### src/hdl/riscv_isa_pkg.sv
package riscv_isa_pkg;

	// major opcodes kept in this core
	typedef enum logic [6:0] {
		OP     = 7'b0110011,
		OPIMM  = 7'b0010011,
		LOAD   = 7'b0000011,
		STORE  = 7'b0100011,
		BRANCH = 7'b1100011
	} opcode_t;

	typedef logic [4:0] reg_idx_t;
	typedef logic [2:0] funct3_t;
	typedef logic [6:0] funct7_t;

	// funct3 for OP and OPIMM
	localparam funct3_t F3_ADDSUB = 3'b000;
	localparam funct3_t F3_SLT    = 3'b010;
	localparam funct3_t F3_SLTU   = 3'b011;
	localparam funct3_t F3_XOR    = 3'b100;
	localparam funct3_t F3_OR     = 3'b110;
	localparam funct3_t F3_AND    = 3'b111;

	// funct3 for branches and word access
	localparam funct3_t F3_BEQ    = 3'b000;
	localparam funct3_t F3_BNE    = 3'b001;
	localparam funct3_t F3_LW_SW  = 3'b010;

	localparam funct7_t F7_BASE   = 7'b0000000;
	localparam funct7_t F7_SUB    = 7'b0100000;

endpackage
### src/hdl/core_types_pkg.sv
package core_types_pkg;

	localparam int XLEN = 32;

	typedef logic [XLEN-1:0] word_t;

	typedef enum logic [2:0] {
		ALU_ADD,
		ALU_SUB,
		ALU_AND,
		ALU_OR,
		ALU_XOR,
		ALU_SLT,
		ALU_SLTU
	} alu_op_t;

	typedef struct packed {
		word_t pc;
		word_t insn;
	} if_id_t;

	typedef struct packed {
		word_t                   pc;
		word_t                   rs1_val;
		word_t                   rs2_val;
		word_t                   imm;
		riscv_isa_pkg::reg_idx_t rd;
		alu_op_t                 alu_op;
		logic                    use_imm;
		logic                    is_load;
		logic                    is_store;
	} id_ex_t;

	typedef struct packed {
		word_t                   result;
		word_t                   store_data;
		riscv_isa_pkg::reg_idx_t rd;
		logic                    is_load;
		logic                    is_store;
	} ex_mem_t;

	// rd of zero means nothing to write
	typedef struct packed {
		word_t                   result;
		riscv_isa_pkg::reg_idx_t rd;
	} mem_wb_t;

endpackage

### src/hdl/decode_unit.sv
module decode_unit (
	input  logic                    i_clk,
	input  logic                    i_rst_n,
	input  logic                    i_valid,
	input  core_types_pkg::if_id_t  i_data,
	input  logic                    i_ex_valid,
	input  riscv_isa_pkg::reg_idx_t i_ex_rd,
	input  logic                    i_mem_valid,
	input  riscv_isa_pkg::reg_idx_t i_mem_rd,
	input  logic                    i_wb_en,
	input  riscv_isa_pkg::reg_idx_t i_wb_rd,
	input  core_types_pkg::word_t   i_wb_data,
	output logic                    o_stall,
	output logic                    o_redirect,
	output core_types_pkg::word_t   o_target,
	output logic                    o_valid,
	output core_types_pkg::id_ex_t  o_data
);
	import riscv_isa_pkg::*;
	import core_types_pkg::*;

	word_t    regs [32];
	opcode_t  opcode;
	funct3_t  funct3;
	funct7_t  funct7;
	reg_idx_t rs1;
	reg_idx_t rs2;
	reg_idx_t rd;
	word_t    rs1_val;
	word_t    rs2_val;
	word_t    imm_i;
	word_t    imm_s;
	word_t    imm_b;
	alu_op_t  alu_op;
	logic     legal;
	logic     is_branch;
	logic     use_imm;
	logic     is_load;
	logic     is_store;
	logic     uses_rs2;
	logic     hazard_rs1;
	logic     hazard_rs2;
	logic     branch_taken;

	assign opcode = opcode_t'(i_data.insn[6:0]);
	assign funct3 = i_data.insn[14:12];
	assign funct7 = i_data.insn[31:25];
	assign rs1    = i_data.insn[19:15];
	assign rs2    = i_data.insn[24:20];
	assign rd     = i_data.insn[11:7];

	assign imm_i = {{20{i_data.insn[31]}}, i_data.insn[31:20]};
	assign imm_s = {{20{i_data.insn[31]}}, i_data.insn[31:25], i_data.insn[11:7]};
	assign imm_b = {{19{i_data.insn[31]}}, i_data.insn[31], i_data.insn[7],
		i_data.insn[30:25], i_data.insn[11:8], 1'b0};

	always_ff @(posedge i_clk) begin
		if (i_rst_n && i_wb_en) begin
			regs[i_wb_rd] <= i_wb_data;
		end
	end

	// x0 forced to zero, writeback forwarded in the same cycle
	assign rs1_val = (rs1 == '0) ? '0 : (i_wb_en && i_wb_rd == rs1) ? i_wb_data : regs[rs1];
	assign rs2_val = (rs2 == '0) ? '0 : (i_wb_en && i_wb_rd == rs2) ? i_wb_data : regs[rs2];

	always_comb begin
		alu_op    = ALU_ADD;
		legal     = 1'b0;
		is_branch = 1'b0;
		use_imm   = 1'b0;
		is_load   = 1'b0;
		is_store  = 1'b0;
		uses_rs2  = 1'b0;
		case (opcode)
			OP: begin
				uses_rs2 = 1'b1;
				legal    = (funct7 == F7_BASE) || (funct7 == F7_SUB && funct3 == F3_ADDSUB);
				case (funct3)
					F3_ADDSUB: alu_op = (funct7 == F7_SUB) ? ALU_SUB : ALU_ADD;
					F3_SLT:    alu_op = ALU_SLT;
					F3_SLTU:   alu_op = ALU_SLTU;
					F3_XOR:    alu_op = ALU_XOR;
					F3_OR:     alu_op = ALU_OR;
					F3_AND:    alu_op = ALU_AND;
					default:   legal = 1'b0;
				endcase
			end
			OPIMM: begin
				use_imm = 1'b1;
				legal   = 1'b1;
				case (funct3)
					F3_ADDSUB: alu_op = ALU_ADD;
					F3_SLT:    alu_op = ALU_SLT;
					F3_XOR:    alu_op = ALU_XOR;
					F3_OR:     alu_op = ALU_OR;
					F3_AND:    alu_op = ALU_AND;
					// shifts and sltiu not kept
					default:   legal = 1'b0;
				endcase
			end
			LOAD: begin
				use_imm = 1'b1;
				is_load = 1'b1;
				legal   = (funct3 == F3_LW_SW);
			end
			STORE: begin
				use_imm  = 1'b1;
				is_store = 1'b1;
				uses_rs2 = 1'b1;
				legal    = (funct3 == F3_LW_SW);
			end
			BRANCH: begin
				uses_rs2  = 1'b1;
				is_branch = 1'b1;
				legal     = (funct3 == F3_BEQ) || (funct3 == F3_BNE);
			end
			default: legal = 1'b0;
		endcase
	end

	// operands still in flight in execute or memory
	assign hazard_rs1 = (rs1 != '0) &&
		((i_ex_valid && i_ex_rd == rs1) || (i_mem_valid && i_mem_rd == rs1));
	assign hazard_rs2 = uses_rs2 && (rs2 != '0) &&
		((i_ex_valid && i_ex_rd == rs2) || (i_mem_valid && i_mem_rd == rs2));
	assign o_stall = i_valid && legal && (hazard_rs1 || hazard_rs2);

	assign branch_taken = (rs1_val == rs2_val) ^ (funct3 == F3_BNE);
	assign o_redirect   = i_valid && legal && is_branch && branch_taken && !o_stall;
	assign o_target     = i_data.pc + imm_b;

	assign o_valid = i_valid && legal && !is_branch;

	always_comb begin
		o_data.pc       = i_data.pc;
		o_data.rs1_val  = rs1_val;
		o_data.rs2_val  = rs2_val;
		o_data.imm      = is_store ? imm_s : imm_i;
		o_data.rd       = is_store ? '0 : rd;
		o_data.alu_op   = alu_op;
		o_data.use_imm  = use_imm;
		o_data.is_load  = is_load;
		o_data.is_store = is_store;
	end

endmodule

### config.mk
export PLATFORM = sky130hd
export DESIGN_NAME = decode_unit
export DESIGN_NICKNAME = d
export VERILOG_FILES = /design/src/hdl/riscv_isa_pkg.sv /design/src/hdl/core_types_pkg.sv /design/src/hdl/decode_unit.sv
export SDC_FILE = /design/constraint.sdc
export NUM_CORES = 1
export LEC_CHECK = 0
export ABC_AREA = 1
export BUFFER_PORTS_ARGS = -buffer_cell sky130_fd_sc_hd__buf_2
export CAP_MARGIN = 30
export CELL_PAD_IN_SITES_DETAIL_PLACEMENT = 1
export CELL_PAD_IN_SITES_GLOBAL_PLACEMENT = 2
export CORE_MARGIN = 5
export CORE_UTILIZATION = 35
export DETAILED_ROUTE_END_ITERATION = 6
export PLACE_DENSITY_LB_ADDON = 0.1
export SLEW_MARGIN = 20
export SYNTH_ARGS = -nofsm -noshare
export SYNTH_HDL_FRONTEND = slang
export SYNTH_SLANG_ARGS = --single-unit
### constraint.sdc
create_clock -name i_clk -period 2.35 [get_ports i_clk]
set_input_delay 0.235 -clock i_clk [delete_from_list [all_inputs] [get_ports i_clk]]
set_output_delay 0.235 -clock i_clk [all_outputs]
set_load 0.05 [all_outputs]
Word-level counts from Yosys, hierarchy flattened
Memories as Yosys holds them, arrays and structs flattened.
Cells that the tools add are included.
{"block": "classes", "add_sub_neg": 1, "eq_ne": 19, "muxes": 20, "n_bitwise": 1, "reduce_logical": 35}
{"operator": "2-to-1 mux 32 bit", "n": 4}
{"operator": "adder 32 bit", "n": 1}
{"operator": "equality test 32 bit", "n": 1}
{"operator": "equality test 5 bit", "n": 6}
{"operator": "equality test 7 x 6 -> 1 bit (second input constant)", "n": 3}
{"operator": "case mux 3 bit (6 select lines)", "n": 1}
{"operator": "logical AND 1 bit", "n": 17}
{"operator": "case mux 3 bit (4 select lines)", "n": 1}
{"operator": "logical NOT 5 bit", "n": 2}
{"operator": "2-to-1 mux 1 bit", "n": 10}
{"operator": "2-to-1 mux 5 bit", "n": 2}
{"operator": "nonzero test 5 bit", "n": 2}
{"operator": "equality test 3 bit (second input constant)", "n": 3}
{"operator": "equality test 7 x 2 -> 1 bit (second input constant)", "n": 1}
{"operator": "equality test 7 x 5 -> 1 bit (second input constant)", "n": 1}
{"operator": "equality test 7 bit (second input constant)", "n": 1}
{"operator": "logical NOT 7 bit", "n": 1}
{"operator": "equality test 3 x 2 -> 1 bit (second input constant)", "n": 2}
{"operator": "case mux 3 bit (2 select lines)", "n": 1}
{"operator": "OR reduction 3 bit", "n": 2}
{"operator": "OR reduction 6 bit", "n": 1}
{"operator": "logical OR 1 bit", "n": 5}
{"operator": "OR reduction 5 bit", "n": 1}
{"operator": "case mux 1 bit (4 select lines)", "n": 1}
{"operator": "other kinds (5)", "n": 6}
{"block": "word_totals", "reg_bits": 0, "ramBits": 1024, "memories": 1}
{"memory": "regs", "depth": 32, "width": 32, "read_ports": 2, "rd_ports_with_merged_regs": 0, "wr": 1, "line": "decode_unit.sv:22", "rtl": "word_t regs [32];"}

Depth between registers and ports, before layout
Gate-level depths: netlist (run 1).
{"block": "logic_depth", "word_depth": 9, "mapped_depth": 25}

Worst setup path before layout (run 1)
OpenSTA, ideal clock, no wires.
{"block": "synth_path", "path_type": "input -> output", "from": "input i_data[23] (netlist bit)", "to": "output o_redirect", "arrival_time_ns": 3.178, "setup_slack_ns": -1.063, "path_stages": 18, "n_path_buf": 3, "path_cell_list": "buf_2 inv_2 nand2_1 a21oi_1 nand3_2 buf_2 buf_2 a21boi_1 nand2_1 nand2_1 nand2_1 nor2_1 nand2_1 nor2_1 nand2_1 nand2_1 nand2_1 nor2_1"}
{"item": "start, declared", "line": "decode_unit.sv:5", "rtl": "input core_types_pkg::if_id_t i_data,"}
{"item": "end, declared", "line": "decode_unit.sv:14", "rtl": "output logic o_redirect,"}

==> results of run 1 <==
-- routing by layer --
metal	vias up	part of all wire	track usage	wire, um
li1	24000	-	-	-
met1	27200	0.43	0.417	115000
met2	1877	0.47	0.503	126000
met3	431	0.067	0.0440	18000
met4	2	0.035	0.0932	9300
met5	-	0.000048	0	13
-- path summary, 6_finish.rpt --
path           to  slack [ps]  cells past startpoint
max    o_redirect       -1240                     19
min   regs[28][7]          40                      2
-- what timing repair did --
| action | in CTS | in global routing |
|---|---|---|
| endpoints found under the hold margin | 345 | 0 |
| hold buffers | 16 | 0 |
| pin swaps | 283 | 366 |
| setup endpoints to repair | 84 | 88 |
| buffers inserted | 26 | 48 |
| cloned | 1 | 0 |
| resized for setup | 668 | 457 |
-- where the power goes --
part	switching (W)	internal [W]	total (W)
registers	0.0000469	0.0202	0.0203
logic	0.00655	0.00388	0.0104
clock network	0.00820	0.0107	0.0189
total	0.0148	0.0348	0.0496
-- cell type report --
type | instances | area, um^2
fillers | 18300 | 85900
flip-flops and latches | 1024 | 30700
multi-input cells | 4346 | 24400
repair buffers | 1177 | 11900
clock buffers | 161 | 3450
well taps | 2175 | 2720
inverters | 675 | 2650
clock inverters | 62 | 442
diodes | 1 | 2.50
-- layout by cell type, fill, tap and decap left out, types with 58 or more instances in the layout --
master	instances
sky130_fd_sc_hd__nand2_2	152
sky130_fd_sc_hd__edfxtp_1	1024
sky130_fd_sc_hd__nand3_2	207
sky130_fd_sc_hd__clkbuf_16	134
sky130_fd_sc_hd__o211ai_1	398
sky130_fd_sc_hd__nand2_1	1495
sky130_fd_sc_hd__a21oi_2	61
sky130_fd_sc_hd__o21ai_1	104
sky130_fd_sc_hd__buf_6	107
sky130_fd_sc_hd__inv_1	596
sky130_fd_sc_hd__buf_2	181
sky130_fd_sc_hd__a21oi_1	229
sky130_fd_sc_hd__buf_12	216
sky130_fd_sc_hd__buf_4	610
sky130_fd_sc_hd__o21ai_0	246
sky130_fd_sc_hd__nor2_4	58
sky130_fd_sc_hd__nand3_1	732
sky130_fd_sc_hd__nor2_1	356
-- metrics by stage --
| step | utilization | worst slack [ps] |
|---|---|---|
| 6_report | 0.470 | -1240 |
| 5_1_grt | 0.470 | -1380 |
| 4_1_cts | 0.460 | -1400 |
| 3_5_place_dp | 0.420 | -1430 |
| 3_3_place_gp | 0.420 | -1430 |
| 2_1_floorplan | - | -334 |
-- kinds of logic (layout without fill, tap and decap cells) --
logic type               after synthesis  after routing  share of synthesized area
XOR/XNOR                              35             35                    0.00538
adder cells (fa/ha/maj)               31             31                    0.00694
AO/OA/AOI/OAI                       1145           1145                      0.121
other                                  0              1                          0
AND/OR/NAND/NOR                     3135           3135                      0.231
buffers and inverters               1190           2075                     0.0956
flip-flops                          1024           1024                      0.540
==> flow_summary.yaml, run 1 <==
critical_path:
  critical_path.startpoint_type: "register"
  worstPathMaxFanout: 2
  critPathArrivalTime_ps: 3360
  crit_buf_inv: 3
  worstSetupStartpoint: "regs[8][11]"
  critical_path.cell_chain: "buf_4 -> o211ai_1 -> nand3_1 -> nand3_1 -> nand2_1 -> nand2_2 -> a21oi_4 -> nand2_1 -> nand2_1 -> inv_1 -> nand2_2 -> nor2_4 -> nand2_4 -> nor2_4 -> nand2_4 -> nand2_2 -> nand2_2 -> nor2_4 -> buf_6"
  end_kind: "output port"
  path_common_cell: "sky130_fd_sc_hd__nand2_2"
  path_class: "reg2out"
  critPathTopFamily: "simple AND/OR/NAND/NOR gates"
  cp.required_ps: 2120
  worst_path_slowest_cell: "sky130_fd_sc_hd__edfxtp_1"
  critical_path.max_stage_delay_ps: 390
clock_tree:
  clock_tree_from_tritoncts: "done"
  cts_inserted_buffers: 130
  cts.clk_slew.worst_paths_ps: 50
  total_number_of_h_tree_levels: 4
  ctsLongestPathBuffers: 3
  cts.root.buffer_cell: "sky130_fd_sc_hd__clkbuf_16"
  clock_sink_count: 1024
timing:
  post-route-min-period_ps: 3590
  fin_ws_ps: -1240
  worst_slew_pin_slew_ps: 606
  setup_repair_after_global_routing_missed_its_margin: "yes"
  fmax_mhz: 278
  setup_violations: 77
  hold_viol_final: 0
  fin_tns_setup_ps: -13070
  report.final.slew_viol_count: 0
  hold-worst-slack_ps: 43.1
  final.period_utilization: 1.53
  maxSlewHeadroom: 0.596
logic_synthesis:
  synth_cells: 6560
  synth_commonest_cells: "1681 x sky130_fd_sc_hd__nand2_1, 1024 x sky130_fd_sc_hd__edfxtp_1, 946 x sky130_fd_sc_hd__nand3_1"
  synth_nets: 6708
  synthArstFlopShare: 0
  dominantRegCellSynth: "sky130_fd_sc_hd__edfxtp_1"
  synth_top_area_share: 0.540
  yosysWarnings: 0
  synth.cell_area_um2: 57000
  synth-edff-count: 1024
  synth_most_common_cell: "sky130_fd_sc_hd__nand2_1"
  synth_top_cells_by_area: "sky130_fd_sc_hd__edfxtp_1 54%, sky130_fd_sc_hd__nand2_1 11%, sky130_fd_sc_hd__nand3_1 8.3%, sky130_fd_sc_hd__o211ai_1 5.2%, sky130_fd_sc_hd__inv_1 4.3%"
  synth_seq_area_share: 0.540
  synth_area_per_inst_um2: 8.68
  post_synthesis_cell_type_with_the_largest_combined_area: "sky130_fd_sc_hd__edfxtp_1"
  synth.distinct_cells: 48
  synth_seq_cells: 1024
floorplan:
  boundaryPins: 291
  die_y_extent_um: 413
  dieWidth_um: 413
  core_footprint_um2: 162000
  die_area_um2: 171000
  floorplan.initialDensity: 0.351
  rows: 148
cells_and_area:
  regMostFlops: "regs"
  area_growth_syn_to_layout_pct: 33.9
  post-route-cell-area_um2: 76300
  drive_gt1_frac: 0.281
  final-instance-count-excl-fill: 9621
  fin_nets: 7502
  layout_top_registers: "regs x1024"
  number_of_flip_flops_in_the_largest_register: 1024
route:
  detailedRoute.firstPassIterationCount: 6
  routedWlPerCell_um: 27.9
  detail_route.iter0.violations: 4823
  ant_nets: 0
  post_drt_via_cell_ratio: 5.56
  number_of_vias_after_detailed_routing: 53500
  drt_wl_total_um: 268000
  remaining_drc_errors: 0
power:
  power_per_cell_area_nw_per_um2: 651
  totalPowerFinal_w: 0.0496
  power_leakage_nw: 30.9
  vdd_ir_drop_max_v: 0.000764
global_route:
  grt_pass1_vias: 53600
  grt.overflow.total: 0
  grt_antenna_before_repair: 5
  maximum_number_of_pins_on_one_net_before_global_route_repair: 53
  grtUsageTotal: 0.305
  global_route_wire_length_before_repair_um: 379000
worst_hold_path:
  worst_hold_startpoint: "i_wb_data[7]"
  worstHoldPathType: "in2reg"
outcome:
  failed_checks: "setup timing"
  outcome: "complete, but fails checks"
placed_design:
  placedInstanceArea_um2: 68200
  place.gp.congestion: 0.843
  detailedPlacementHpwl_um: 177000
  port-buffer-count: 287
  numPlacedInstances: 9339
flow_run:
  drv_cap: 0
Power figures use the tool's default switching activity.
==> run 2, diff against run 1 <==
--- a/config.mk
+++ b/config.mk
@@ -14,6 +14,7 @@
 export CORE_UTILIZATION = 35
 export DETAILED_ROUTE_END_ITERATION = 6
 export PLACE_DENSITY_LB_ADDON = 0.1
+export SKIP_LAST_GASP = 1
 export SLEW_MARGIN = 20
 export SYNTH_ARGS = -nofsm -noshare
 export SYNTH_HDL_FRONTEND = slang
==> constraint.sdc (replaced) <==
create_clock -name i_clk -period 2.35 [get_ports i_clk]
set_input_delay 0.235 -clock i_clk [delete_from_list [all_inputs] [get_ports i_clk]]
set_output_delay 0.235 -clock i_clk [all_outputs]
set_load 0.02 [all_outputs]
==> flow_summary.yaml, run 2 (synthesis results as in run 1) <==
timing:
  worst_slew_pin_slew_ps: 600
  maxSlewHeadroom: 0.596
  report.final.slew_viol_count: 0
  setup_violations: 81
  fin_ws_ps: -1100
  setup_repair_after_global_routing_missed_its_margin: "yes"
  hold_viol_final: 0
  post-route-min-period_ps: 3450
  fmax_mhz: 290
  final.period_utilization: 1.47
cells_and_area:
  postLayoutCoreUtil: 0.463
  area_growth_syn_to_layout_pct: 31.7
  final-instance-count-excl-fill: 9584
  drive_gt1_frac: 0.266
  layout_top_registers: "regs x1024"
  regMostFlops: "regs"
  layout_commonest_cell: "sky130_fd_sc_hd__nand2_1"
  fin_nets: 7459
  final.fill_count: 18400
  number_of_flip_flops_in_the_largest_register: 1024
  most-common-layout-cells: "1515 x sky130_fd_sc_hd__nand2_1, 1024 x sky130_fd_sc_hd__edfxtp_1, 776 x sky130_fd_sc_hd__nand3_1"
global_route:
  grt.overflow.total: 0
  grt_antenna_before_repair: 8
  met1_usage: 0.406
  grt_pass1_vias: 53300
  grt_most_used_layer: "met2"
  maximum_number_of_pins_on_one_net_before_global_route_repair: 59
  global_route_wire_length_before_repair_um: 373000
  grtUsageTotal: 0.301
  global_route_met3_usage: 0.0567
  grtUsageMet2: 0.481
route:
  remaining_drc_errors: 0
  drt_wl_total_um: 266000
  post_drt_via_cell_ratio: 5.55
  detail_route.iter0.violations: 5035
  number_of_vias_after_detailed_routing: 53200
  ant_nets: 0
  detailedRoute.firstPassIterationCount: 6
  routedWlPerCell_um: 27.7
placed_design:
  numPlacedInstances: 9266
  detailedPlacementHpwl_um: 171000
  port-buffer-count: 287
  place.gp.congestion: 0.848
clock_tree:
  cts_inserted_buffers: 130
  cts.root.buffer_cell: "sky130_fd_sc_hd__clkbuf_16"
  total_number_of_h_tree_levels: 4
  cts.clk_slew.worst_paths_ps: 60
  clock_tree_from_tritoncts: "done"
  clock_sink_count: 1024
  ctsLongestPathBuffers: 3
outcome:
  outcome: "complete, but fails checks"
  failed_checks: "setup timing"
power:
  vdd_ir_drop_max_v: 0.000564
  netSwitchingPower_w: 0.0138
  power.switching_fraction: 0.283
  power_frac_comb: 0.187
  pwr-share-seq: 0.415
  power_per_cell_area_nw_per_um2: 650
  power_leakage_nw: 30.5
  clockPowerShare: 0.397
  internal_dissipation_w: 0.0350
critical_path:
  worstPathMaxFanout: 2
  worst_path_slowest_cell: "sky130_fd_sc_hd__edfxtp_1"
  critical_path.startpoint_type: "register"
  critPathArrivalTime_ps: 3210
  critical_path.cell_chain: "or2_2 -> nand3_1 -> nand3_1 -> nand3_2 -> nand3_1 -> nand2_1 -> nand2_2 -> nand3_2 -> nand2_1 -> inv_2 -> nand2_4 -> nor2_4 -> buf_4 -> nand2_2 -> nor2_4 -> nand2_4 -> nand2_2 -> nand2_2 -> nor2_4 -> buf_6"
  end_kind: "output port"
  cp.required_ps: 2120
  path_common_cell: "sky130_fd_sc_hd__nand2_2"
  critical_path.max_stage_delay_ps: 400
  path_class: "reg2out"
floorplan:
  dieWidth_um: 413
  rows: 148
  core_footprint_um2: 162000
  floorplan.initialDensity: 0.351
  boundaryPins: 291
  die_area_um2: 171000
  die_y_extent_um: 413
flow_run:
  drv_cap: 0
worst_hold_path:
  worstHoldPathType: "in2reg"
-- run 2: repair_timing --
item                       CTS  global route
pin swaps                  327           373
resized for setup          569           427
setup endpoints to repair   83            87
gates cloned                 2             4
hold endpoints to repair   641             0
hold buffers                29             0
buffers inserted            55            43
-- run 2: metrics by stage --
step	setup WS, ps	total power (W)	area, um^2	hold WS [ps]	setup TNS (ps)
6_report	-1100	0.0488	75100	55.7	-10160
5_1_grt	-1310	0.0505	75000	31.9	-20750
4_1_cts	-1140	0.0487	73500	2.22	-15510
3_5_place_dp	-1330	0.0284	66900	470	-11020
3_3_place_gp	-1320	0.0284	66900	470	-10070
2_1_floorplan	-76.1	0.0246	57300	334	-42250
-- run 2: path summary, 6_finish.rpt --
| kind | startpoint | endpoint | slack, ps | depth (start not counted) |
|---|---|---|---|---|
| setup / recovery | regs[28][11] | o_redirect | -1100 | 20 |
| hold / removal | i_wb_data[18] | regs[16][18] | 60 | 2 |
-- run 2: area by class of cell --
class	count	area (um^2)	area share
inverters	675	2580	0.0344
well taps	2175	2720	0.0363
multi-input cells	4346	23700	0.315
repair buffers	1134	11300	0.151
flip-flops and latches	1024	30700	0.410
clock inverters	59	503	0.00670
clock buffers	169	3510	0.0467
diodes	2	5.00	0.0000667
-- run 2: critical path, delay by kind of cell (launching register included) --
kind	cells	cell delay [ps]
simple gates	17	1670
flops	1	400
buf+inv	3	320
-- run 2: layer usage --
layer / up-vias / share of wire
li1: 23900 / -
met1: 26900 / 0.43
met2: 2013 / 0.46
met3: 494 / 0.073
met4: 0 / 0.043
met5: - / 0
-- run 2: power groups by stage --
stage	combinational [W]	clock, W	sequential, W
after floorplan	0.00390	0	0.0206
after global placement	0.00771	0	0.0206
after detailed placement	0.00778	0	0.0206
after CTS	0.00867	0.0198	0.0203
after global routing	0.00970	0.0205	0.0203
final	0.00913	0.0194	0.0203
